`config.mk`:
```
export PLATFORM = sky130hd
export DESIGN_NAME = mempool_bootrom
export DESIGN_NICKNAME = d
export VERILOG_FILES = /design/src/mempool_pkg.sv /design/src/mempool_bootrom.sv
export SDC_FILE = /design/constraint.sdc
export NUM_CORES = 1
export LEC_CHECK = 0
export BUFFER_PORTS_ARGS = -buffer_cell sky130_fd_sc_hd__buf_4
export CORE_MARGIN = 8
export CORE_UTILIZATION = 30
export CTS_BUF_LIST = sky130_fd_sc_hd__clkbuf_4
export CTS_CLUSTER_DIAMETER = 120
export DETAILED_ROUTE_END_ITERATION = 10
export PLACE_DENSITY = 0.76
export SLEW_MARGIN = 15
export SYNTH_ARGS = -nofsm -noshare
export SYNTH_HDL_FRONTEND = slang
export SYNTH_SLANG_ARGS = --single-unit
```
`constraint.sdc`:
```
create_clock -name clk_i -period 3.47 [get_ports clk_i]
set_input_delay 0.1735 -clock clk_i [delete_from_list [all_inputs] [get_ports clk_i]]
set_output_delay 0.1735 -clock clk_i [all_outputs]
set_load 0.05 [all_outputs]
```
`src/mempool_pkg.sv`:
```
// #########################################################################
// Address map, L2 geometry, boot ROM image and shared request types.
// L2 is 4 KiB over four word-interleaved banks. Only word accesses exist.
// #########################################################################

package mempool_pkg;

  localparam int unsigned AddrWidth = 32;
  localparam int unsigned DataWidth = 32;
  localparam int unsigned StrbWidth = DataWidth / 8;
  localparam int unsigned ByteOffWidth = $clog2(StrbWidth);

  typedef logic [AddrWidth-1:0] addr_t;
  typedef logic [DataWidth-1:0] data_t;
  typedef logic [StrbWidth-1:0] strb_t;

  // System address map
  localparam addr_t CtrlRegistersBaseAddr = 32'h4000_0000;
  localparam addr_t CtrlRegistersEndAddr  = 32'h4000_FFFF;
  localparam addr_t L2MemoryBaseAddr      = 32'h8000_0000;
  localparam addr_t L2Size                = 32'h0000_1000;
  localparam addr_t L2MemoryEndAddr       = L2MemoryBaseAddr + L2Size - 1;
  localparam addr_t BootromBaseAddr       = 32'hA000_0000;
  localparam addr_t BootromEndAddr        = 32'hA000_FFFF;

  // L2 geometry, bank from addr[3:2] and row from addr[11:4]
  localparam int unsigned NumL2Banks     = 4;
  localparam int unsigned L2BankNumWords = 256;
  localparam int unsigned L2BankIdxWidth = $clog2(NumL2Banks);
  localparam int unsigned L2RowWidth     = $clog2(L2BankNumWords);
  localparam int unsigned L2WindowWidth  = AddrWidth - L2RowWidth - L2BankIdxWidth - ByteOffWidth;

  localparam int unsigned BootromNumWords = 8;
  localparam int unsigned BootromIdxWidth = $clog2(BootromNumWords);
  // Park loop, harts sleep in wfi until woken
  localparam data_t [0:BootromNumWords-1] BootromContent = '{
    0: 32'hf140_2573, // csrr a0, mhartid
    1: 32'h0000_0297, // auipc t0, 0
    2: 32'h01c2_8293,
    3: 32'h3052_9073, // mtvec
    4: 32'h3004_6073,
    5: 32'h1050_0073, // wfi
    6: 32'hffdf_f06f,
    7: 32'h0000_0013
  };

  localparam int unsigned NumCores     = 4;
  localparam addr_t       TCDMBaseAddr = 32'h0000_0000;
  localparam addr_t       TCDMSize     = 32'h0001_0000;

  // Control register indices, addr[5:2]
  localparam int unsigned RegIdxWidth    = 4;
  localparam int unsigned NumCtrlRegs    = 6;
  localparam logic [RegIdxWidth-1:0] RegEoc         = 4'd0;
  localparam logic [RegIdxWidth-1:0] RegWakeUp      = 4'd1;
  localparam logic [RegIdxWidth-1:0] RegTcdmStart   = 4'd2;
  localparam logic [RegIdxWidth-1:0] RegTcdmEnd     = 4'd3;
  localparam logic [RegIdxWidth-1:0] RegNumCores    = 4'd4;
  localparam logic [RegIdxWidth-1:0] RegRoCacheCtrl = 4'd5;

  typedef enum logic [1:0] {
    TgtL2,
    TgtBootrom,
    TgtCtrl,
    TgtNone
  } target_e;

  typedef struct packed {
    logic [L2WindowWidth-1:0]  window;
    logic [L2RowWidth-1:0]     row;
    logic [L2BankIdxWidth-1:0] bank;
    logic [ByteOffWidth-1:0]   offset;
  } l2_addr_t;

  typedef struct packed {
    logic [AddrWidth-RegIdxWidth-ByteOffWidth-1:0] window;
    logic [RegIdxWidth-1:0]                        reg_idx;
    logic [ByteOffWidth-1:0]                       offset;
  } ctrl_addr_t;

  typedef union packed {
    l2_addr_t   l2;
    ctrl_addr_t ctrl;
  } sys_addr_u;

  typedef struct packed {
    logic  valid;
    logic  we;
    addr_t addr;
    data_t wdata;
    strb_t strb;
  } host_req_t;

  typedef struct packed {
    logic  valid;
    logic  err;
    data_t rdata;
  } host_rsp_t;

  typedef struct packed {
    logic      valid;
    target_e   target;
    logic      err;   // Illegal access, no target acts on it
    logic      we;
    sys_addr_u addr;
    data_t     wdata;
    strb_t     strb;
  } dec_req_t;

endpackage

```
`src/mempool_bootrom.sv`:
```
// #########################################################################
// Stage 2 boot ROM target. Eight words repeat across the whole window.
// #########################################################################
`timescale 1ns/1ps

module mempool_bootrom
  import mempool_pkg::*;
(
  input  logic     clk_i,
  input  dec_req_t dec_i,
  output data_t    rdata_o
);

  logic                       rd_en;
  addr_t                      addr;
  logic [BootromIdxWidth-1:0] idx;
  data_t                      rdata_q;

  // Writes never get here, decode flags them as errors
  assign rd_en = dec_i.valid && !dec_i.err && (dec_i.target == TgtBootrom);
  assign addr  = dec_i.addr;
  assign idx   = addr[ByteOffWidth +: BootromIdxWidth];

  always_ff @(posedge clk_i) begin
    if (rd_en) begin
      rdata_q <= BootromContent[idx];
    end
  end

  assign rdata_o = rdata_q;

endmodule

```
-- Word-level counts from Yosys, hierarchy flattened
Memories as Yosys holds them, arrays and structs flattened. A register that Yosys moved wholly into a read port is not among the register bits.
Index checks and enable logic that the tools add are counted.
- equal/unequal tests: 1
- bitwise operators: 1
- reductions and logical operators: 3
- operators by type and width (cell ; number):
    $not 3->4 ; 1
    $eq 2x1->1 const B ; 1
    $logic_and 1x1->1 ; 2
    $logic_not 1->1 ; 1
- bits in registers: 0
- bits in read-only memories: 256
- input bits: 74
- output and inout port bits: 32
- logic and storage cells: 6
- memories: 1
- memories (name ; depth ; width ; rd ports ; clocked after memory_dff ; write ports ; line ; source):
    (no name shown) ; 8 ; 32 ; 1 ; 1 ; 0 ; mempool_bootrom.sv:26 ; rdata_q <= BootromContent[idx];

-- Logic depth before layout (Yosys ltp)
- depth in word-level cells: 3
- mapped depth: 4
- mapped depth without buffers: 4

-- Least setup slack after synthesis
OpenSTA, ideal clock, no wires.
- path kind: input to register
- from: in dec_i[70] (netlist bit)
- to: reg rdata_q[10] (netlist: rdata_o[10]) (enable)
- library setup time: 431 ps
- arrival time: 1830 ps
- data required time: 3039 ps
- path slack: 1209 ps
- stages on the path: 1
- buffers on the path: 0
- path through: nor4bb_1
- longest elaborated chain between the ends: 2
- ends and longest elaborated chain (what ; line ; source):
    from (decl) ; mempool_bootrom.sv:10 ; input dec_req_t dec_i,
    $eq 2x1->1 ; mempool_bootrom.sv:20 ; assign rd_en = dec_i.valid && !dec_i.err && (dec_i.target == TgtBootrom);
    $logic_and 1x1->1 ; mempool_bootrom.sv:20 ;
    to (decl) ; mempool_bootrom.sv:17 ; data_t rdata_q;
No other way between the ends.

-- Final worst setup path
- from: in dec_i[69] (netlist bit)
- to: reg rdata_q[23] (netlist: rdata_o[23]) (enable)
- longest elaborated chain between the ends: 3
- ends and longest elaborated chain (what ; line ; source):
    $logic_not 1->1 ; mempool_bootrom.sv:20 ;
    $logic_and 1x1->1 (2 in a row) ; mempool_bootrom.sv:20 ;
    via rd_en ; mempool_bootrom.sv:14 ; logic rd_en;
The timed path passes the listed nets, and every way through them passes these cells.

==> metrics.yaml <==
critical_path.top_delay_family: "simple AND/OR/NAND/NOR gates"
drt-total-wl_mm: 1.519
grt_pass1_wl_mm: 2.145
placed_cells_incl_taps: 117
port_buffers: 35
cts_setup_buffers: 0
fin_crit_sh_pct: 35.73
cts_resized: 0
rsz0062_at_grt: "false"
drc: 0
vias: 494
drive_above_1_share_pct: 46.07
ir_worst_vdd_mv: 0.1672
holdWs_ns: 0.1722
area_delta_synth_final_pct: 25.94
grt_max_degree: 17
setup_viol: 0
cellLeakagePower_nw: 0.4769
cp_max_fo: 16
avgSynthCellArea_um2: 12.57
post_drt_wl_per_cell_um: 12.66
gp_congestion: 0.7776
timing.fmax_mhz: 806.6
hpwl_mm: 1.266
drt_iter0_drc: 4
critPathLaunchType: "input port"
numCtsBuffers: 3
die-area_um2: 4704
synth_cell_types: 15
core-area_um2: 2686
hold_path_end: "rdata_o[4]"
final_common_cell: "buf_4"
p_per_area_nw_per_um2: 390.1
syn-cell-area_um2: 829.5
clk_path_buf_depth: 2
min_period_ns: 1.240
post-route-util_pct: 38.89
cts.reportedPaths.clkPinSlew_ns: 0.09
worst_slew_pin_slew_ns: 0.9648
antenna_found_initial: 0
crit_path_top_delay_cell: "nor4bb_4"
worstSetupPathType: "input port to flip-flop"
min_from: "dec_i[39]"
hold_class: "input port to flip-flop"
nFillCells: 271
critPathBufInv: 1
die_w_um: 68.59
ys_warn_count: 0
layoutNonFillerInstCount: 120
setup_tns_ns: 0
track_usage_pct: 6.371
layout_common_cells: "35 x buf_4, 16 x edfxtp_1, 6 x inv_1, 6 x nand2_1, 6 x ha_1"
antennaDiodeCount: 0
root_buffer: "clkbuf_4"
slew_headroom_pct: 35.58
status: "finished clean"
worstPathArrival_ns: 1.15
holdPathStages: 2
io_pins: 106
grt_pass1_vias: 481
cts.sinks: 16
fin_nets: 171
fp.dieH_um: 68.59
worstPathCellList: "buf_4 -> nor4bb_4"
slowest_delay_ns: 0.85
ys_seq_elements: 16
ant_nets: 0
critPathCaptureType: "flip-flop"
final_max_slew_viol_count: 0
initial_utilization_pct: 30.88
largest_reg_flops: 16
finalHoldViolations: 0
postSynthCellCount: 66
row_count: 19
synth_seq_area_share_pct: 57.92
cp.required_ns: 3.38
dr.pass1.iters: 3
grt.overflow.total: 0
avgViaCountPerCell: 4.117
max_cap_violations: 0
cts_hold_buf: 0
htreeDepth: 1
cts_tree: "done"
## through the flow
step / worst slack (ns) / total power, mW / cell area [um^2]
global placement: 1.938 / 0.3177 / 1022
floorplan: 1.209 / 0.2997 / 837.1
CTS: 2.192 / 0.4100 / 1045
detailed placement: 1.889 / 0.3196 / 1022
global route: 2.127 / 0.4271 / 1045
finish: 2.230 / 0.4076 / 1045
## synth_stat cells
cell type | n | area, um^2
o21ai_0 | 3 | 15.01
nor2b_1 | 1 | 6.260
nor4bb_1 | 1 | 10.01
a21oi_1 | 3 | 15.01
edfxtp_1 | 16 | 480.5
mux2_4 | 1 | 15.01
conb_1 | 2 | 7.510
ha_1 | 6 | 75.07
and2b_2 | 1 | 8.760
nand2_1 | 6 | 22.52
inv_1 | 6 | 22.52
nand2b_1 | 2 | 12.51
buf_6 | 1 | 11.26
buf_4 | 16 | 120.1
and2b_1 | 1 | 7.510
## layer usage
metal / share of wire [%] / wire length [um] / up-vias / global-route usage (%)
met2: 42 / 638 / 35 / 9.756
met4: 2.5 / 38 / 0 / 6.138
met3: 22 / 328 / 4 / 3.231
met1: 34 / 514 / 212 / 6.064
met5: 0 / 0 / - / 0
li1: - / - / 243 / -
## worst max-delay path by stage
stage	start	to	depth (start not counted)
6_report	dec_i[69]	rdata_o[23]	2
5_1_grt	dec_i[69]	rdata_o[23]	2
4_1_cts	dec_i[69]	rdata_o[10]	2
3_5_place_dp	dec_i[69]	rdata_o[10]	2
3_3_place_gp	dec_i[69]	rdata_o[9]	2
2_1_floorplan	dec_i[70]	rdata_o[10]	1
## cell type report
class	count	area, um^2	area share, %
well taps	31	38.79	3.713
clock buffers	3	22.52	2.156
inverters	6	22.52	2.156
multi-input cells	29	217.7	20.84
flip-flops and latches	16	480.5	45.99
repair buffers	35	262.8	25.15
## logic make-up after synthesis
kind of cell / synth area share (%)
muxes: 1.809
and+or+nand+nor: 8.145
AOI/OAI and AO/OA: 3.619
adders and majority gates: 9.050
DFF: 57.92
buffers and inverters: 18.55
other: 0.9053
## power breakdown
part           internal [mW]  leakage [nW]  switching (mW)
Combinational         0.0265         0.326          0.0640
Clock                 0.0403        0.0138          0.0536
Sequential             0.220         0.137         0.00264
Power figures use the tool's default switching activity.
