**config.mk**
```make
export PLATFORM = sky130hd
export DESIGN_NAME = mempool_addr_decode
export DESIGN_NICKNAME = d
export VERILOG_FILES = /design/src/mempool_pkg.sv /design/src/mempool_addr_decode.sv
export SDC_FILE = /design/constraint.sdc
export NUM_CORES = 1
export LEC_CHECK = 0
export BUFFER_PORTS_ARGS = -buffer_cell sky130_fd_sc_hd__buf_2
export CAP_MARGIN = 15
export CORE_MARGIN = 2
export CORE_UTILIZATION = 39
export CTS_CLUSTER_SIZE = 10
export DETAILED_ROUTE_END_ITERATION = 12
export PLACE_DENSITY = 0.84
export SYNTH_ARGS = -nofsm -noshare
export SYNTH_HDL_FRONTEND = slang
export SYNTH_SLANG_ARGS = --single-unit
export TNS_END_PERCENT = 10
```
**constraint.sdc**
```tcl
create_clock -name clk_i -period 2.6 [get_ports clk_i]
set_input_delay 0.52 -clock clk_i [delete_from_list [all_inputs] [get_ports clk_i]]
set_output_delay 0.52 -clock clk_i [all_outputs]
set_load 0.005 [all_outputs]
```
**src/mempool_pkg.sv**
```systemverilog
// #########################################################################
// Address map, L2 geometry, boot ROM image and shared request types.
// L2 is 4 KiB over four word-interleaved banks. Only word accesses exist.
// #########################################################################

package mempool_pkg;

  localparam int unsigned AddrWidth = 32;
  localparam int unsigned DataWidth = 32;
  localparam int unsigned StrbWidth = DataWidth / 8;
  localparam int unsigned ByteOffWidth = $clog2(StrbWidth);

  typedef logic [AddrWidth-1:0] addr_t;
  typedef logic [DataWidth-1:0] data_t;
  typedef logic [StrbWidth-1:0] strb_t;

  // System address map
  localparam addr_t CtrlRegistersBaseAddr = 32'h4000_0000;
  localparam addr_t CtrlRegistersEndAddr  = 32'h4000_FFFF;
  localparam addr_t L2MemoryBaseAddr      = 32'h8000_0000;
  localparam addr_t L2Size                = 32'h0000_1000;
  localparam addr_t L2MemoryEndAddr       = L2MemoryBaseAddr + L2Size - 1;
  localparam addr_t BootromBaseAddr       = 32'hA000_0000;
  localparam addr_t BootromEndAddr        = 32'hA000_FFFF;

  // L2 geometry, bank from addr[3:2] and row from addr[11:4]
  localparam int unsigned NumL2Banks     = 4;
  localparam int unsigned L2BankNumWords = 256;
  localparam int unsigned L2BankIdxWidth = $clog2(NumL2Banks);
  localparam int unsigned L2RowWidth     = $clog2(L2BankNumWords);
  localparam int unsigned L2WindowWidth  = AddrWidth - L2RowWidth - L2BankIdxWidth - ByteOffWidth;

  localparam int unsigned BootromNumWords = 8;
  localparam int unsigned BootromIdxWidth = $clog2(BootromNumWords);
  // Park loop, harts sleep in wfi until woken
  localparam data_t [0:BootromNumWords-1] BootromContent = '{
    0: 32'hf140_2573, // csrr a0, mhartid
    1: 32'h0000_0297, // auipc t0, 0
    2: 32'h01c2_8293,
    3: 32'h3052_9073, // mtvec
    4: 32'h3004_6073,
    5: 32'h1050_0073, // wfi
    6: 32'hffdf_f06f,
    7: 32'h0000_0013
  };

  localparam int unsigned NumCores     = 4;
  localparam addr_t       TCDMBaseAddr = 32'h0000_0000;
  localparam addr_t       TCDMSize     = 32'h0001_0000;

  // Control register indices, addr[5:2]
  localparam int unsigned RegIdxWidth    = 4;
  localparam int unsigned NumCtrlRegs    = 6;
  localparam logic [RegIdxWidth-1:0] RegEoc         = 4'd0;
  localparam logic [RegIdxWidth-1:0] RegWakeUp      = 4'd1;
  localparam logic [RegIdxWidth-1:0] RegTcdmStart   = 4'd2;
  localparam logic [RegIdxWidth-1:0] RegTcdmEnd     = 4'd3;
  localparam logic [RegIdxWidth-1:0] RegNumCores    = 4'd4;
  localparam logic [RegIdxWidth-1:0] RegRoCacheCtrl = 4'd5;

  typedef enum logic [1:0] {
    TgtL2,
    TgtBootrom,
    TgtCtrl,
    TgtNone
  } target_e;

  typedef struct packed {
    logic [L2WindowWidth-1:0]  window;
    logic [L2RowWidth-1:0]     row;
    logic [L2BankIdxWidth-1:0] bank;
    logic [ByteOffWidth-1:0]   offset;
  } l2_addr_t;

  typedef struct packed {
    logic [AddrWidth-RegIdxWidth-ByteOffWidth-1:0] window;
    logic [RegIdxWidth-1:0]                        reg_idx;
    logic [ByteOffWidth-1:0]                       offset;
  } ctrl_addr_t;

  typedef union packed {
    l2_addr_t   l2;
    ctrl_addr_t ctrl;
  } sys_addr_u;

  typedef struct packed {
    logic  valid;
    logic  we;
    addr_t addr;
    data_t wdata;
    strb_t strb;
  } host_req_t;

  typedef struct packed {
    logic  valid;
    logic  err;
    data_t rdata;
  } host_rsp_t;

  typedef struct packed {
    logic      valid;
    target_e   target;
    logic      err;   // Illegal access, no target acts on it
    logic      we;
    sys_addr_u addr;
    data_t     wdata;
    strb_t     strb;
  } dec_req_t;

endpackage

```
**src/mempool_addr_decode.sv**
```systemverilog
// #########################################################################
// Stage 1: address map lookup. One request per cycle, no grant.
// Misaligned addresses are treated as the word that contains them.
// #########################################################################
`timescale 1ns/1ps

module mempool_addr_decode
  import mempool_pkg::*;
(
  input  logic      clk_i,
  input  logic      rst_i,
  input  host_req_t req_i,
  output dec_req_t  dec_o
);

  dec_req_t dec_d, dec_q;
  logic     in_l2, in_rom, in_ctrl;
  logic     mapped;
  logic     illegal;
  addr_t    ctrl_offset;

  assign in_l2   = (req_i.addr >= L2MemoryBaseAddr) && (req_i.addr <= L2MemoryEndAddr);
  assign in_rom  = (req_i.addr >= BootromBaseAddr) && (req_i.addr <= BootromEndAddr);
  assign in_ctrl = (req_i.addr >= CtrlRegistersBaseAddr) && (req_i.addr <= CtrlRegistersEndAddr);
  assign mapped  = in_l2 || in_rom || in_ctrl;

  // Only the first NumCtrlRegs words of the control window are backed
  assign ctrl_offset = req_i.addr - CtrlRegistersBaseAddr;

  always_comb begin
    dec_d.valid = req_i.valid;
    dec_d.we    = req_i.we;
    dec_d.addr  = req_i.addr;
    dec_d.wdata = req_i.wdata;
    dec_d.strb  = req_i.strb;
    if (in_l2) begin
      dec_d.target = TgtL2;
      illegal      = 1'b0;
    end else if (in_rom) begin
      dec_d.target = TgtBootrom;
      illegal      = req_i.we;             // ROM is read only
    end else if (in_ctrl) begin
      dec_d.target = TgtCtrl;
      illegal      = ctrl_offset >= NumCtrlRegs * StrbWidth;
    end else begin
      dec_d.target = TgtNone;
      illegal      = 1'b1;
    end
    dec_d.err = req_i.valid && illegal;
  end

  always_ff @(posedge clk_i) begin
    if (rst_i) begin
      dec_q.valid <= 1'b0;
      dec_q.err   <= 1'b0;
    end else begin
      dec_q <= dec_d;
    end
  end

  assign dec_o = dec_q;

  // Unmapped requests, and only those, leave as TgtNone with err raised
  assert property (@(posedge clk_i) disable iff (rst_i)
    dec_q.valid |-> ((dec_q.target == TgtNone) == !$past(mapped)) &&
                    ((dec_q.target != TgtNone) || dec_q.err));

endmodule

```
**After elaboration in Yosys (flattened, before gate mapping)**

Cells that the tools add are included.

- Add/subtract/negate cells: 1
- Magnitude comparators: 7
- Muxes and demuxes: 5
- Reductions and logical operators: 5

Operator list:

| operator | number |
|---|---|
| >= comparator 32 bit, second input constant | 2 |
| <= comparator 32 bit, second input constant | 2 |
| >= comparator 32 x 31 -> 1 bit, second input constant | 1 |
| >= comparator 32 x 5 -> 1 bit, second input constant | 1 |
| <= comparator 32 x 31 -> 1 bit, second input constant | 1 |
| subtractor 32 x 31 -> 32 bit, second input constant | 1 |
| 2-to-1 mux 1 bit | 5 |
| logical AND 1 bit | 4 |
| OR reduction 2 bit | 1 |

- Bits in registers: 73
- Output and inout port bits: 73

**Logic depth before layout (Yosys ltp)**

Gate-level depths: netlist (run 1).

- Depth after elaboration: 6
- Depth in mapped cells: 7

**Worst setup path after synthesis (run 1)**

Ideal clock, no wire load.

- Kind: input port to flip-flop
- Start point: in req_i[49] (netlist bit)
- End point: reg dec_q, in the netlist dec_o[70], data pin
- Setup time: 255 ps
- Data arrival time: 2300 ps
- Setup slack: 46 ps
- Stages on the path: 5
- Path through: or4_4 > or4_4 > or3_1 > a221o_1 > o21ba_1

- Cells in the longest elaborated chain, start to end: 4

Ends and longest elaborated chain:

| item | line | text |
|---|---|---|
| from (decl) | mempool_addr_decode.sv:12 | `input host_req_t req_i,` |
| >= comparator 32 x 31 -> 1 bit / <= comparator 32 x 31 -> 1 bit (equally long branches) | mempool_addr_decode.sv:24 | `assign in_ctrl = (req_i.addr >= CtrlRegistersBaseAddr) && (req_i.addr <= CtrlRegistersEndAddr);` |
| logical AND 1 bit | mempool_addr_decode.sv:24 |  |
| 2-to-1 mux 1 bit | mempool_addr_decode.sv:42 | `end else if (in_ctrl) begin` |
| 2-to-1 mux 1 bit | mempool_addr_decode.sv:39 | `end else if (in_rom) begin` |
| to (decl) | mempool_addr_decode.sv:16 | `dec_req_t dec_d, dec_q;` |

Several ways; a longest one is shown, not always the timed one.
A chain may end at the register's enable or synchronous reset.

**Final worst setup path (run 1)**

- Start point: in req_i[44] (netlist bit)
- End point: reg dec_q, in the netlist dec_o[70], data pin

The elaborated chain is that of the path after synthesis.

==> metrics.csv, run 1 <==
metric,value,unit
path_max_fanout,2,
yosysWarnings,0,
netlist_area,2500,um^2
port-buffer-count,144,
final_cell_count_no_fill,372,
root_buffer,clkbuf_8,
critPathArrivalTime,2490,ps
place_inst,356,
path_delay_family,simple AND/OR/NAND/NOR gates,
ys_seq_elements,73,
gr-usage-all-layers,0.161,
totalWireLength,5.66,mm
seq_area_frac_synth,0.867,
globalplace.congestion,0.932,
intPower,2.14,mW
drc,0,
place_hpwl,4.32,mm
outcome,"finished, final reports clean",
first_pass_iters,4,
fin_setup_tns,0,ps
period_needed,2400,ps
clk_pin_slew_worst_paths,70,ps
postLayoutCellArea,3670,um^2
grt_pass1_vias,1779,
cp-startpoint,req_i[44],
fp.coreArea,6280,um^2
drive_above_1_share,0.610,
worstMarginPinSlew,383,ps
rows,29,
grt_overflow_total,0,
fillers,514,
dieHeight,84.1,um
hold_buffers,0,
synth_top_area_frac,0.851,
relSlewSlack,0.742,
cts-htree-levels,3,
synthTopCellsByArea,"edfxtp_1 85%, ha_1 2.0%, dfxtp_1 1.6%",
power.total,2.67,mW
p_leak,1.57,nW
slew_violations,0,
cts_made_buffers,9,
post-route-util,0.585,
cts-resized-gates,0,
layout_setup_ws,201,ps
synth_top_area_cell,edfxtp_1,
vias,1758,
cpMaxStageDelayCell,or4_1,
grt_pass1_wl,8.51,mm
p_sw_frac,0.197,
power_switching,0.527,mW
cp.required,2690,ps
pwr-share-comb,0.086,
clockBufferDepth,2,
finalHoldViolations,0,
clock_sinks,73,
post_cts_buffers,0,
worst_hold_path_type,in2reg,
pin_count,145,
via_per_inst,4.73,
die_w,84.1,um
antenna_found_initial,0,
crit_path_end,dec_o[70],
critPathKind,in2reg,
largest_reg_flops,73,
seqPwrFrac,0.529,
end_kind,flop,
peakVddDrop,0.000507,V
pwr-share-clk,0.384,
die_area,7080,um^2
powerDensity,727,nW/um^2
post_drt_wl_per_cell,15.2,um
min_period_over_period,0.923,
hold_ws,362,ps
fin_nets,366,
crit_chain,buf_2 > or4_1 > or4_4 > or3_1 > a221o_1 > o21ba_1,
grt_max_degree,72,
place_ws,-136,ps
setup_viol,0,
syn-num-nets,197,
synth.distinct_cells,24,
place_area,3440,um^2
rsz0062_at_grt,false,
cp_num_buf_inv,1,
antenna_cells,0,
final_antenna_net_count,0,
start_kind,input port,
start_util,0.399,
synthToLayoutAreaGrowth,46.7,%
cts_tree,built,
critPathMaxStageDelay,570,ps
fmax,0.417,GHz
cap_viol_max_count,0,
avgSynthCellArea,20.7,um^2
postSynthCellCount,121,
drt_iter0_markers,72,
crit_cells,6,
==> cells by family (layout without fill, tap and decap cells) <==
logic type	Yosys count	after routing	share of synthesized area
AND/OR/NAND/NOR	29	29	0.0719
AO/OA/AOI/OAI	10	10	0.0335
flip-flops	73	73	0.867
adder cells (fa/ha/maj)	4	4	0.0200
buffers and inverters	5	179	0.00749
==> worst min-delay path by stage <==
| stage | start | endpoint | slack, ps | cells past startpoint |
|---|---|---|---|---|
| 6_report | req_i[25] | dec_o[25] | 360 | 1 |
| 5_1_grt | req_i[21] | dec_o[21] | 330 | 1 |
| 4_1_cts | req_i[25] | dec_o[25] | 340 | 1 |
| 3_5_place_dp | req_i[25] | dec_o[25] | 700 | 1 |
| 3_3_place_gp | req_i[26] | dec_o[26] | 700 | 1 |
| 2_1_floorplan | rst_i | dec_o[72] | 600 | 1 |
==> cell usage after synthesis <==
| master | number |
|---|---|
| a221o_2 | 1 |
| and3_1 | 1 |
| nand4_1 | 6 |
| a32oi_1 | 1 |
| edfxtp_1 | 71 |
| inv_1 | 5 |
| dfxtp_1 | 2 |
| ha_1 | 4 |
| a221o_1 | 1 |
| o31ai_1 | 1 |
| or3_2 | 3 |
| a21oi_1 | 1 |
| or3_1 | 1 |
| nor3_1 | 3 |
| o21ai_0 | 1 |
| o41ai_1 | 2 |
| o21ba_1 | 1 |
| nor4_1 | 5 |
| or4_1 | 1 |
| nand2_1 | 1 |
| nor2_1 | 4 |
| or4_4 | 2 |
| a31o_2 | 1 |
| nor2b_1 | 2 |
==> routing by layer <==
metal	vias to the layer above	GRT usage	share of wire
li1	833	-	-
met4	0	0.0762	0.015
met2	88	0.297	0.55
met1	827	0.162	0.36
met5	-	0	0
met3	10	0.0521	0.077
==> cells in the final DEF (no fill, tap or decap), drive strengths merged <==
cell / Yosys / routed
dfxtp: 2 / 2
nor4: 5 / 5
clkinvlp: 0 / 1
nor3: 3 / 3
clkinv: 0 / 2
clkbuf: 0 / 10
nor2: 4 / 4
ha: 4 / 4
nand4: 6 / 6
o21ai: 1 / 1
or3: 4 / 4
o31ai: 1 / 1
a31o: 1 / 1
a221o: 2 / 2
o41ai: 2 / 2
a32oi: 1 / 1
buf: 0 / 158
inv: 5 / 5
nor2b: 2 / 2
bufinv: 0 / 3
and3: 1 / 1
nand2: 1 / 1
edfxtp: 71 / 71
or4: 3 / 3
o21ba: 1 / 1
a21oi: 1 / 1
==> power groups by stage <==
stage	logic (mW)	registers [mW]	clock network, mW
4_1_cts	0.236	1.42	1.05
5_1_grt	0.253	1.42	1.10
3_5_place_dp	0.235	1.44	0
6_report	0.231	1.41	1.03
2_1_floorplan	0.0356	1.46	0
3_3_place_gp	0.227	1.44	0
==> final cells by class <==
class	instances	area, um^2	area share
Tap cell	77	96.3	0.0262
Multi-Input combinational cell	43	314	0.0855
Sequential cell	73	2170	0.591
Clock inverter	6	106	0.0290
Clock buffer	10	128	0.0347
Inverter	5	18.8	0.00511
Timing Repair Buffer	158	838	0.228
Power figures use the tool's default switching activity.
==> inputs of run 2 (changes only) <==
- CELL_PAD_IN_SITES_DETAIL_PLACEMENT: default -> 1
- CELL_PAD_IN_SITES_GLOBAL_PLACEMENT: default -> 2
- CORE_UTILIZATION: 39 -> 25
- PLACE_DENSITY: 0.84 -> 0.83
==> run 2 against run 1 <==
Compared with the run above:
- core utilization down 21 points
- count of clock-buffer cells in the layout down 1
- sequential cell count unchanged
- wire length up 17%
- critical path depth unchanged
- sequential share of layout area unchanged
- worst setup slack worse by 18 ps
- via count up 2.0%
- worst hold slack worse by 9.4 ps
- power down 12%
- critical path type unchanged
- critical endpoint unchanged
- largest power group unchanged
==> metrics.csv, run 2 (synthesized netlist as in run 1, its figures left out) <==
metric,value,unit
totalWireLength,6.62,mm
slew_violations,0,
clock_sinks,73,
start_util,0.257,
powerDensity,643,nW/um^2
pin_count,145,
cp_num_buf_inv,1,
port-buffer-count,144,
via_per_inst,4.19,
worst_hold_path_type,in2reg,
clk_pin_slew_worst_paths,70,ps
grt_max_degree,72,
grt_pass1_wl,10.2,mm
clockBufferDepth,2,
path_delay_family,simple AND/OR/NAND/NOR gates,
post_drt_wl_per_cell,15.5,um
critPathMaxStageDelay,530,ps
cts_made_buffers,9,
grt_pass1_vias,1904,
critPathArrivalTime,2510,ps
final_cell_count_no_fill,428,
gr-usage-all-layers,0.125,
cpMaxStageDelayCell,or4_4,
setup_viol,0,
hold_ws,353,ps
first_pass_iters,4,
largest_reg_flops,73,
p_leak,1.54,nW
layout_common_cells,"144 x buf_2, 71 x edfxtp_1, 15 x buf_4, 9 x clkbuf_8, 6 x nand4_1",
peakVddDrop,0.000165,V
path_max_fanout,3,
top_usage_layer,met2,
cts-htree-levels,3,
drive_above_1_share,0.610,
grt_use_met3,0.0426,
power.total,2.36,mW
crit_chain,buf_2 > or4_4 > or4_4 > or3_1 > a221o_1 > o21ba_1,
hold_buffers,0,
place_hpwl,5.06,mm
grt_overflow_total,0,
rows,36,
crit_top_cell,or4_4,
cts_tree,built,
fin_nets,368,
start_kind,input port,
die_w,104,um
antenna_cells,0,
drt_iter0_markers,110,
place_inst,414,
period_needed,2420,ps
use_met1,0.127,
vias,1794,
synthToLayoutAreaGrowth,46.7,%
relSlewSlack,0.670,
final_antenna_net_count,0,
globalplace.congestion,0.772,
end_kind,flop,
fmax,0.414,GHz
die_area,10800,um^2
layout_commonest_cell,buf_2,
post_cts_buffers,0,
root_buffer,clkbuf_8,
fp.coreArea,9730,um^2
min_period_over_period,0.930,
antenna_found_initial,0,
critPathKind,in2reg,
cap_viol_max_count,0,
cts-resized-gates,0,
finalHoldViolations,0,
global_route.usage.met2,0.224,
dieHeight,104,um
worstMarginPinSlew,490,ps
rsz0062_at_grt,false,
cp.required,2700,ps
drc,0,
outcome,"finished, final reports clean",
run 2: cell types whose count changed in the layout (fill, tap and decap cells not counted):
cell,delta
bufinv_16,-3
buf_4,+2
clkbuf_1,-1
clkinv_1,+1
clkinv_2,+1
run 2: routing by layer:
layer  wire [um]  up-vias
met2        3550       84
li1            -      836
met4         127        0
met5           0        -
met3         477       10
met1        2470      864
run 2: path summary, 6_finish.rpt:
check,from,end,slack [ps],cells past startpoint
max,req_i[49],dec_o[70],180,6
min,req_i[13],dec_o[13],350,1
run 2: report_power, final:
group | switching [mW] | internal, mW
logic | 0.116 | 0.122
registers | 0.0214 | 1.39
clock network | 0.385 | 0.325
run 2: per-stage QoR:
| stage | setup TNS [ps] | utilization | area [um^2] | setup slack, ps |
|---|---|---|---|---|
| floorplan | 0 | - | 2500 | 45.6 |
| global placement | -109 | 0.362 | 3520 | -109 |
| detailed placement | -141 | 0.362 | 3520 | -141 |
| CTS | 0 | 0.378 | 3670 | 196 |
| global route | 0 | 0.378 | 3670 | 166 |
| finish | 0 | 0.378 | 3670 | 183 |
run 2: cell type report:
type	instances	area (um^2)
clock buffers	9	124
clock inverters	5	25.0
fillers	1080	6060
inverters	5	18.8
multi-input cells	43	314
flip-flops and latches	73	2170
well taps	133	166
repair buffers	160	853
