<file path="config.mk">
export PLATFORM = sky130hd
export DESIGN_NAME = mempool_resp_merge
export DESIGN_NICKNAME = d
export VERILOG_FILES = /design/src/mempool_pkg.sv /design/src/mempool_resp_merge.sv
export SDC_FILE = /design/constraint.sdc
export NUM_CORES = 1
export LEC_CHECK = 0
export ABC_AREA = 1
export BUFFER_PORTS_ARGS = -buffer_cell sky130_fd_sc_hd__buf_2
export CAP_MARGIN = 15
export CORE_AREA = 2 2 80 82
export DETAILED_ROUTE_END_ITERATION = 8
export DIE_AREA = 0 0 82 84
export GPL_TIMING_DRIVEN = 1
export PLACE_DENSITY = 0.67
export RECOVER_POWER = 25
export SYNTH_ARGS = -nofsm -noshare
export SYNTH_HDL_FRONTEND = slang
export SYNTH_SLANG_ARGS = --single-unit
</file>
<file path="constraint.sdc">
create_clock -name clk_i -period 0.9 [get_ports clk_i]
set_input_delay 0.09 -clock clk_i [delete_from_list [all_inputs] [get_ports clk_i]]
set_output_delay 0.09 -clock clk_i [all_outputs]
set_load 0.01 [all_outputs]
</file>
<file path="src/mempool_pkg.sv">
// #########################################################################
// Address map, L2 geometry, boot ROM image and shared request types.
// L2 is 4 KiB over four word-interleaved banks. Only word accesses exist.
// #########################################################################

package mempool_pkg;

  localparam int unsigned AddrWidth = 32;
  localparam int unsigned DataWidth = 32;
  localparam int unsigned StrbWidth = DataWidth / 8;
  localparam int unsigned ByteOffWidth = $clog2(StrbWidth);

  typedef logic [AddrWidth-1:0] addr_t;
  typedef logic [DataWidth-1:0] data_t;
  typedef logic [StrbWidth-1:0] strb_t;

  // System address map
  localparam addr_t CtrlRegistersBaseAddr = 32'h4000_0000;
  localparam addr_t CtrlRegistersEndAddr  = 32'h4000_FFFF;
  localparam addr_t L2MemoryBaseAddr      = 32'h8000_0000;
  localparam addr_t L2Size                = 32'h0000_1000;
  localparam addr_t L2MemoryEndAddr       = L2MemoryBaseAddr + L2Size - 1;
  localparam addr_t BootromBaseAddr       = 32'hA000_0000;
  localparam addr_t BootromEndAddr        = 32'hA000_FFFF;

  // L2 geometry, bank from addr[3:2] and row from addr[11:4]
  localparam int unsigned NumL2Banks     = 4;
  localparam int unsigned L2BankNumWords = 256;
  localparam int unsigned L2BankIdxWidth = $clog2(NumL2Banks);
  localparam int unsigned L2RowWidth     = $clog2(L2BankNumWords);
  localparam int unsigned L2WindowWidth  = AddrWidth - L2RowWidth - L2BankIdxWidth - ByteOffWidth;

  localparam int unsigned BootromNumWords = 8;
  localparam int unsigned BootromIdxWidth = $clog2(BootromNumWords);
  // Park loop, harts sleep in wfi until woken
  localparam data_t [0:BootromNumWords-1] BootromContent = '{
    0: 32'hf140_2573, // csrr a0, mhartid
    1: 32'h0000_0297, // auipc t0, 0
    2: 32'h01c2_8293,
    3: 32'h3052_9073, // mtvec
    4: 32'h3004_6073,
    5: 32'h1050_0073, // wfi
    6: 32'hffdf_f06f,
    7: 32'h0000_0013
  };

  localparam int unsigned NumCores     = 4;
  localparam addr_t       TCDMBaseAddr = 32'h0000_0000;
  localparam addr_t       TCDMSize     = 32'h0001_0000;

  // Control register indices, addr[5:2]
  localparam int unsigned RegIdxWidth    = 4;
  localparam int unsigned NumCtrlRegs    = 6;
  localparam logic [RegIdxWidth-1:0] RegEoc         = 4'd0;
  localparam logic [RegIdxWidth-1:0] RegWakeUp      = 4'd1;
  localparam logic [RegIdxWidth-1:0] RegTcdmStart   = 4'd2;
  localparam logic [RegIdxWidth-1:0] RegTcdmEnd     = 4'd3;
  localparam logic [RegIdxWidth-1:0] RegNumCores    = 4'd4;
  localparam logic [RegIdxWidth-1:0] RegRoCacheCtrl = 4'd5;

  typedef enum logic [1:0] {
    TgtL2,
    TgtBootrom,
    TgtCtrl,
    TgtNone
  } target_e;

  typedef struct packed {
    logic [L2WindowWidth-1:0]  window;
    logic [L2RowWidth-1:0]     row;
    logic [L2BankIdxWidth-1:0] bank;
    logic [ByteOffWidth-1:0]   offset;
  } l2_addr_t;

  typedef struct packed {
    logic [AddrWidth-RegIdxWidth-ByteOffWidth-1:0] window;
    logic [RegIdxWidth-1:0]                        reg_idx;
    logic [ByteOffWidth-1:0]                       offset;
  } ctrl_addr_t;

  typedef union packed {
    l2_addr_t   l2;
    ctrl_addr_t ctrl;
  } sys_addr_u;

  typedef struct packed {
    logic  valid;
    logic  we;
    addr_t addr;
    data_t wdata;
    strb_t strb;
  } host_req_t;

  typedef struct packed {
    logic  valid;
    logic  err;
    data_t rdata;
  } host_rsp_t;

  typedef struct packed {
    logic      valid;
    target_e   target;
    logic      err;   // Illegal access, no target acts on it
    logic      we;
    sys_addr_u addr;
    data_t     wdata;
    strb_t     strb;
  } dec_req_t;

endpackage

</file>
<file path="src/mempool_resp_merge.sv">
// #########################################################################
// Stage 3: picks the read data of the addressed target and forms the reply.
// Errors and writes return zero data.
// #########################################################################
`timescale 1ns/1ps

module mempool_resp_merge
  import mempool_pkg::*;
(
  input  logic      clk_i,
  input  logic      rst_i,
  input  dec_req_t  dec_i,
  input  data_t     l2_rdata_i,
  input  data_t     rom_rdata_i,
  input  data_t     ctrl_rdata_i,
  output host_rsp_t rsp_o,
  output logic      busy_o
);

  typedef struct packed {
    logic    valid;
    logic    we;
    logic    err;
    target_e target;
  } tag_t;

  tag_t  tag_q;
  data_t rdata;

  always_ff @(posedge clk_i) begin
    if (rst_i) begin
      tag_q <= '0;
    end else begin
      tag_q <= '{valid: dec_i.valid, we: dec_i.we, err: dec_i.err, target: dec_i.target};
    end
  end

  always_comb begin
    rdata = '0;
    if (tag_q.valid && !tag_q.err && !tag_q.we) begin
      case (tag_q.target)
        TgtL2:      rdata = l2_rdata_i;
        TgtBootrom: rdata = rom_rdata_i;
        TgtCtrl:    rdata = ctrl_rdata_i;
        default:    rdata = '0;
      endcase
    end
    rsp_o.valid = tag_q.valid;
    rsp_o.err   = tag_q.err;
    rsp_o.rdata = rdata;
  end

  assign busy_o = dec_i.valid || tag_q.valid; // Either stage holds a request

  // Decode only raises err on a real request
  assert property (@(posedge clk_i) disable iff (rst_i) rsp_o.err |-> rsp_o.valid);

endmodule

</file>
Yosys cells after proc, flatten, opt, wreduce, memory -nomap -nowiden. Index checks and enable logic that the tools add are counted.

Equal/unequal tests: 2. Mux-type cells: 2. Reductions and logical operators: 6.

Operators by type and width (count): $pmux W32 S3 (1); $mux W32 (1); $eq A2 B1 Y1 const B (1); $eq A2 B2 Y1 const B (1); $logic_and A1 B1 Y1 (2); $logic_not A1 Y1 (2); $logic_not A2 Y1 (1); $logic_or A1 B1 Y1 (1).

Flip-flop bits (word level): 5. Input port bits: 171. Word-level logic and storage cells: 14.

Depth between registers and ports, before layout. Gate-level depths: netlist (run 1).

Word-level depth: 4. Mapped depth: 7. Mapped depth without buffers: 5.

Worst setup path after synthesis (run 1). No wires, ideal clock.

Path kind: register to output. Start: register tag_q[1] (netlist name). End: output port rsp_o[10] (netlist name). Data arrival time: 0.939 ns. Required time: 0.810 ns. Setup slack: -0.129 ns. Cell stages (with the launch flop): 8. Path through: dfxtp_1 > buf_6 > nand2_4 > nand3_4 > nor2_8 > buf_6 > nand2_1 > inv_1.

RTL lines: start: declaration (RTL line mempool_resp_merge.sv:27) `tag_t tag_q;`; start signal: assignment (RTL line mempool_resp_merge.sv:34) `tag_q <= '{valid: dec_i.valid, we: dec_i.we, err: dec_i.err, target: dec_i.target};`; end: declaration (RTL line mempool_resp_merge.sv:16) `output host_rsp_t rsp_o,`.

==> run_results.csv, run 1 <==
group,metric,value,unit
setup_path,cp.arrival,1350,ps
layout,finish.instance_area,0.00233,mm²
sta,slew_violations,0,
detailed_routing,ant_nets,0,
place,dp_cells,443,
synthesis,synth_nets,408,
floorplan,io_pins,206,
setup_path,startpoint,"tag_q[0]$_SDFF_PP0_",
place,dp_hpwl,3.96,mm
power,p_per_area,688,mW/mm²
sta,fmax,693,MHz
power,p_clk_share,25.4,%
floorplan,die_x,82,µm
status,violations,"setup timing",
detailed_routing,drcViolationCount,0,
status,status,"finished with violations",
cts,cts.htree.levels,1,
synthesis,synth_area,0.00121,mm²
place,dp_slack,-401,ps
synthesis,synth_warnings,0,
synthesis,avgSynthCellArea,5.11,µm²
hold_path,holdCritStartpoint,"dec_i[69]",
sta,hold_violations,0,
global_route,grt_max_degree,19,
cts,cts_buffer_depth,2,
sta,max_slew_margin,86.8,%
floorplan,rows,29,
synthesis,ys_seq_area_share,8.27,%
setup_path,cp_cell_sequence,"buf_6 > nand2_4 > nand3_4 > nor2_8 > buf_12 > nand2_1 > inv_2 > buf_2",
setup_path,crit_path_max_fanout,18,
cts,clkTransAtPathRegs,30,ps
global_route,first_global_vias,1870,
sta,grt_setup_unrepaired,"true",
global_route,grt_pass1_wl,8.05,mm
power,leakagePower,1.44,nW
global_route,grt_use_total,14.5,%
power,swShare,36.0,%
global_route,antenna_found_initial,1,
cts,tritoncts,"built",
layout,stdcell_count,451,
global_route,overflow,0,
place,gp_congestion,0.745,
sta,min_period_over_period,160,%
layout,antennaDiodeCount,0,
detailed_routing,wl_per_cell,12.1,µm
floorplan,die_height,84,µm
layout,finalNetCount,546,
detailed_routing,vias,2035,
sta,fin_ws,-543,ps
cts,cts-root-buf,"clkbuf_8",
hold_path,hp-class,"in -> reg",
setup_path,cp-start-kind,"flip-flop",
power,pwr-share-comb,58.9,%
power,peakVddDrop,0.646,mV
detailed_routing,wl,5.48,mm
synthesis,synth_cells,237,
cts,postCtsHoldBufs,0,
place,portBuffers,137,
layout,syn2layout_area_growth,92.8,%
detailed_routing,drt_iter0_markers,54,
setup_path,critPathMaxStageDelay,360,ps
place,placed_cell_area,0.00205,mm²
floorplan,dieArea,0.00689,mm²
flow_run,drv_cap,0,
setup_path,critical_path_class,"reg -> out",
setup_path,crit_slowest_cell,"dfxtp_4",
layout,finish.utilization,38.3,%
floorplan,initial_utilization,19.8,%
cts,cts.sinks,5,
floorplan,core,0.00610,mm²
sta,fin_crit,1440,ps
cts,cts_buffers,3,
setup_path,crit_required,810,ps
layout,drive_above_1_share,56.7,%
detailed_routing,viasPerCell,4.51,
power,pwr-share-seq,15.6,%
power,switchingPower,0.578,mW
sta,setup_viol,33,
sta,tightest_slew,198,ps
setup_path,endpoint,"rsp_o[25]",
detailed_routing,firstDrtPassIters,4,
synthesis,ys_ff_latch,5,
synthesis,synth_cell_type_count,14,
power,p_int,1.03,mW
setup_path,end_kind,"output pin",
==> power by group through the flow <==
stage	clock (mW)	combinational [mW]	sequential [mW]
2_1_floorplan	0	0.435	0.247
3_3_place_gp	0	0.826	0.252
3_5_place_dp	0	0.830	0.253
4_1_cts	0.426	0.953	0.253
5_1_grt	0.437	1.04	0.253
6_report	0.409	0.946	0.251
==> metrics by stage <==
step | TNS (ps) | hold WS [ps] | total power [mW]
floorplan | -3800 | 161 | 0.682
global route | -18530 | 81.4 | 1.73
global placement | -11360 | 298 | 1.08
finish | -16720 | 71.7 | 1.61
CTS | -17080 | 68.5 | 1.63
detailed placement | -12190 | 302 | 1.08
==> synthesized netlist by cell type <==
cell / instances / area share, %
dfxtp_1: 5 / 8.3
nor2_1: 5 / 1.6
nand2_4: 1 / 0.93
inv_2: 2 / 0.62
nand3_4: 1 / 1.4
or2_2: 1 / 0.52
buf_6: 5 / 4.7
nand2_1: 64 / 20
buf_2: 12 / 5.0
inv_1: 38 / 12
buf_4: 5 / 3.1
nor2_8: 1 / 1.7
nand3_1: 96 / 40
nor2_4: 1 / 0.93
==> sequential cells by signal, indices dropped and copies added (netlist names) <==
name   flops
tag_q      3
rsp_o      2
==> worst min path at each step <==
stage / to / cells after the start
3_3_place_gp: rsp_o[32]$_SDFF_PP0_ / 3
3_5_place_dp: tag_q[0]$_SDFF_PP0_ / 3
2_1_floorplan: rsp_o[32]$_SDFF_PP0_ / 1
4_1_cts: rsp_o[32]$_SDFF_PP0_ / 3
5_1_grt: tag_q[0]$_SDFF_PP0_ / 3
6_report: rsp_o[32]$_SDFF_PP0_ / 3
==> critical path: cells and delay by family (launching register included) <==
kind,cells,cell delay [ps]
buffers and inverters,4,440
and+or+nand+nor,4,340
DFF,1,360
==> logic make-up after synthesis <==
group	synth area share, %
buffers and inverters	25.1
AND/OR/NAND/NOR	66.6
flip-flops	8.27
==> cells in the final DEF, fill, tap and decap left out, drive strengths merged <==
cell / n
or2: 1
dfxtp: 5
nor2: 7
inv: 40
buf: 154
nand3: 97
clkbuf: 5
nand2: 65
==> area by class of cell <==
| cell class | count | area (µm²) |
|---|---|---|
| tap | 77 | 96.3 |
| multi-input combinational | 170 | 866 |
| clock buffer | 4 | 45.0 |
| sequential | 5 | 113 |
| inverter | 40 | 153 |
| timing repair buffer | 155 | 1060 |
| fill | 648 | 3760 |
==> metal layers <==
metal | part of all wire, % | global-route usage, %
met1 | 41 | 16.5
met2 | 50 | 27.3
met3 | 8.9 | 2.81
met4 | 0.33 | 2.27
met5 | 0.13 | 0
==> timing repair <==
action,CTS,global route
setup buffers,5,3
setup endpoints to repair,35,34
gates cloned,2,0
pin swaps,3,7
resized for setup,27,23
Note: power is estimated with default switching activity, not from simulation.
==> run 2: changes to the inputs <==
Settings changed: ABC_AREA 1 to unset, PLACE_DENSITY 0.67 to 0.65.
==> run_results.csv, run 2 <==
group,metric,value,unit
power,p_clk_share,28.2,%
cts,clkTransAtPathRegs,40,ps
setup_path,cp.arrival,1460,ps
synthesis,synthTopCellsByArea,"mux2_4, a32o_1, dfxtp_1, buf_6, nor2b_1",
hold_path,hold_path_end,"tag_q[3]$_SDFF_PP0_",
layout,finish.instance_area,0.00203,mm²
flow_run,drv_cap,0,
layout,multi_input_area,900,µm²
floorplan,rows,29,
global_route,grt_pass1_wl,6.25,mm
floorplan,die_height,84,µm
place,portBuffers,137,
synthesis,ys_ff_latch,5,
layout,final_common_cell,"buf_2",
cts,cts_buffer_depth,2,
layout,syn2layout_area_growth,84.2,%
place,gp_congestion,0.643,
cts,cts.htree.levels,1,
synthesis,synth_warnings,0,
floorplan,core,0.00610,mm²
layout,antennaDiodeCount,0,
detailed_routing,viasPerCell,4.51,
power,pwr-share-seq,17.7,%
floorplan,io_pins,206,
detailed_routing,wl,4.30,mm
cts,cts.sinks,5,
floorplan,initial_utilization,18.1,%
global_route,grt_max_degree,18,
synthesis,synth_top_area_share,40.9,%
floorplan,dieArea,0.00689,mm²
synthesis,synth_area,0.00110,mm²
status,status,"finished with violations",
sta,tightest_slew,205,ps
setup_path,cp-start-kind,"flip-flop",
power,swShare,28.6,%
layout,largest_register_ffs,3,
layout,nFillCells,634,
synthesis,async_reset_ff_share,0,%
power,power,1.46,mW
setup_path,crit_required,810,ps
detailed_routing,drt_iter0_markers,54,
detailed_routing,ant_nets,0,
synthesis,yosysMostFrequentCell,"a32o_1",
power,peakVddDrop,1.49,mV
synthesis,synth_common_cells,"a32o_1, mux2_4, buf_2, buf_6, nor2b_1",
layout,finalNetCount,404,
synthesis,synth-edff-count,0,
global_route,first_global_vias,1378,
cts,tritoncts,"built",
sta,hold_violations,0,
synthesis,synth_cells,94,
power,switchingPower,0.417,mW
sta,fin_ws,-645,ps
layout,stdcell_count,309,
sta,setup_viol,33,
power,pwr-share-comb,54.2,%
synthesis,synth_cell_type_count,11,
cts,cts-root-buf,"clkbuf_8",
power,p_per_area,719,mW/mm²
place,placed_cell_area,0.00187,mm²
cts,postCtsHoldBufs,0,
sta,fin_crit,1550,ps
synthesis,avgSynthCellArea,11.7,µm²
setup_path,end_kind,"output pin",
layout,seqCellArea,108,µm²
sta,max_slew_margin,86.3,%
layout,drive_above_1_share,84.1,%
hold_path,holdCritStartpoint,"dec_i[68]",
global_route,overflow,0,
power,p_int,1.04,mW
sta,fmax,647,MHz
sta,grt_setup_unrepaired,"true",
status,violations,"setup timing",
detailed_routing,vias,1393,
place,dp_slack,-429,ps
setup_path,critical_path_class,"reg -> out",
hold_path,hp-class,"in -> reg",
synthesis,synth_area_leader_cell,"mux2_4",
synthesis,ys_seq_area_share,9.08,%
sta,slew_violations,0,
layout,final_cell_mix,"buf_2, mux2_4, a32o_1",
place,dp_cells,302,
sta,min_period_over_period,172,%
setup_path,crit_path_max_fanout,12,
hold_path,holdPathStages,2,
global_route,grt_use_total,11.2,%
place,dp_hpwl,3.31,mm
layout,top_register,"tag_q",
layout,finish.utilization,33.3,%
detailed_routing,wl_per_cell,13.9,µm
global_route,antenna_found_initial,0,
detailed_routing,drcViolationCount,0,
power,leakagePower,1.09,nW
detailed_routing,firstDrtPassIters,4,
synthesis,synth_nets,265,
floorplan,die_x,82,µm
cts,cts_buffers,3,
synthesis,ys.flop_type,"dfxtp_1",
-- run 2: worst max-delay path by stage --
stage                      endpoint  cells after the start                 start  slack (ps)
final                     rsp_o[30]                      4   tag_q[1]$_SDFF_PP0_        -650
after global routing      rsp_o[30]                      4   tag_q[1]$_SDFF_PP0_        -700
after CTS                 rsp_o[30]                      4   tag_q[1]$_SDFF_PP0_        -650
after detailed placement  rsp_o[30]                      4  rsp_o[32]$_SDFF_PP0_        -430
after global placement    rsp_o[20]                      4  rsp_o[32]$_SDFF_PP0_        -420
after floorplan           rsp_o[10]                      4   tag_q[1]$_SDFF_PP0_        -290
-- run 2: cell families after synthesis --
kind of cell    count (synthesis)  share of synthesized area, %
buf+inv                        16                          11.7
mux                            32                          42.9
flops                           5                          9.08
compound gates                 32                          29.1
simple gates                    9                          7.26
-- run 2: power by group through the flow --
stage / clock network (mW) / registers [mW] / logic [mW]
after CTS: 0.413 / 0.258 / 0.789
final: 0.411 / 0.258 / 0.790
after floorplan: 0 / 0.249 / 0.426
after detailed placement: 0 / 0.256 / 0.741
after global placement: 0 / 0.256 / 0.731
after global routing: 0.442 / 0.260 / 0.849
-- run 2: repair_timing --
| action | 4_1_cts | 5_1_grt |
|---|---|---|
| endpoints found under the hold margin | 0 | 0 |
| gates resized for setup | 16 | 6 |
| pin swaps | 1 | 0 |
| cloned | 2 | 0 |
| setup buffers | 1 | 0 |
| setup endpoints to repair | 34 | 33 |
-- run 2: worst max-delay path, cell delays in order, from the launching register on --
cell	delay, ps
dfxtp_4	410
buf_12	170
mux2_4	300
a32o_1	210
buf_2	140
-- run 2: final cells by class --
cell class              count  share of cell area, %
flip-flops and latches      5                   5.30
repair buffers            150                   43.4
multi-input cells          73                   44.3
well taps                  77                   4.74
clock buffers               4                   2.22
-- run 2: layer usage --
metal / GRT usage (%) / part of all wire [%] / routed length, µm
met5: 0 / 0 / 0
met2: 21.5 / 50 / 2150
met1: 13.2 / 40 / 1740
met3: 2.27 / 9.6 / 412
met4: 0.152 / 0 / 0
-- run 2: through the flow --
step	hold WS, ps	setup TNS [ps]
6_report	85.5	-19860
5_1_grt	88.6	-21570
4_1_cts	78.4	-20180
3_5_place_dp	302	-13120
3_3_place_gp	301	-13130
2_1_floorplan	154	-9030
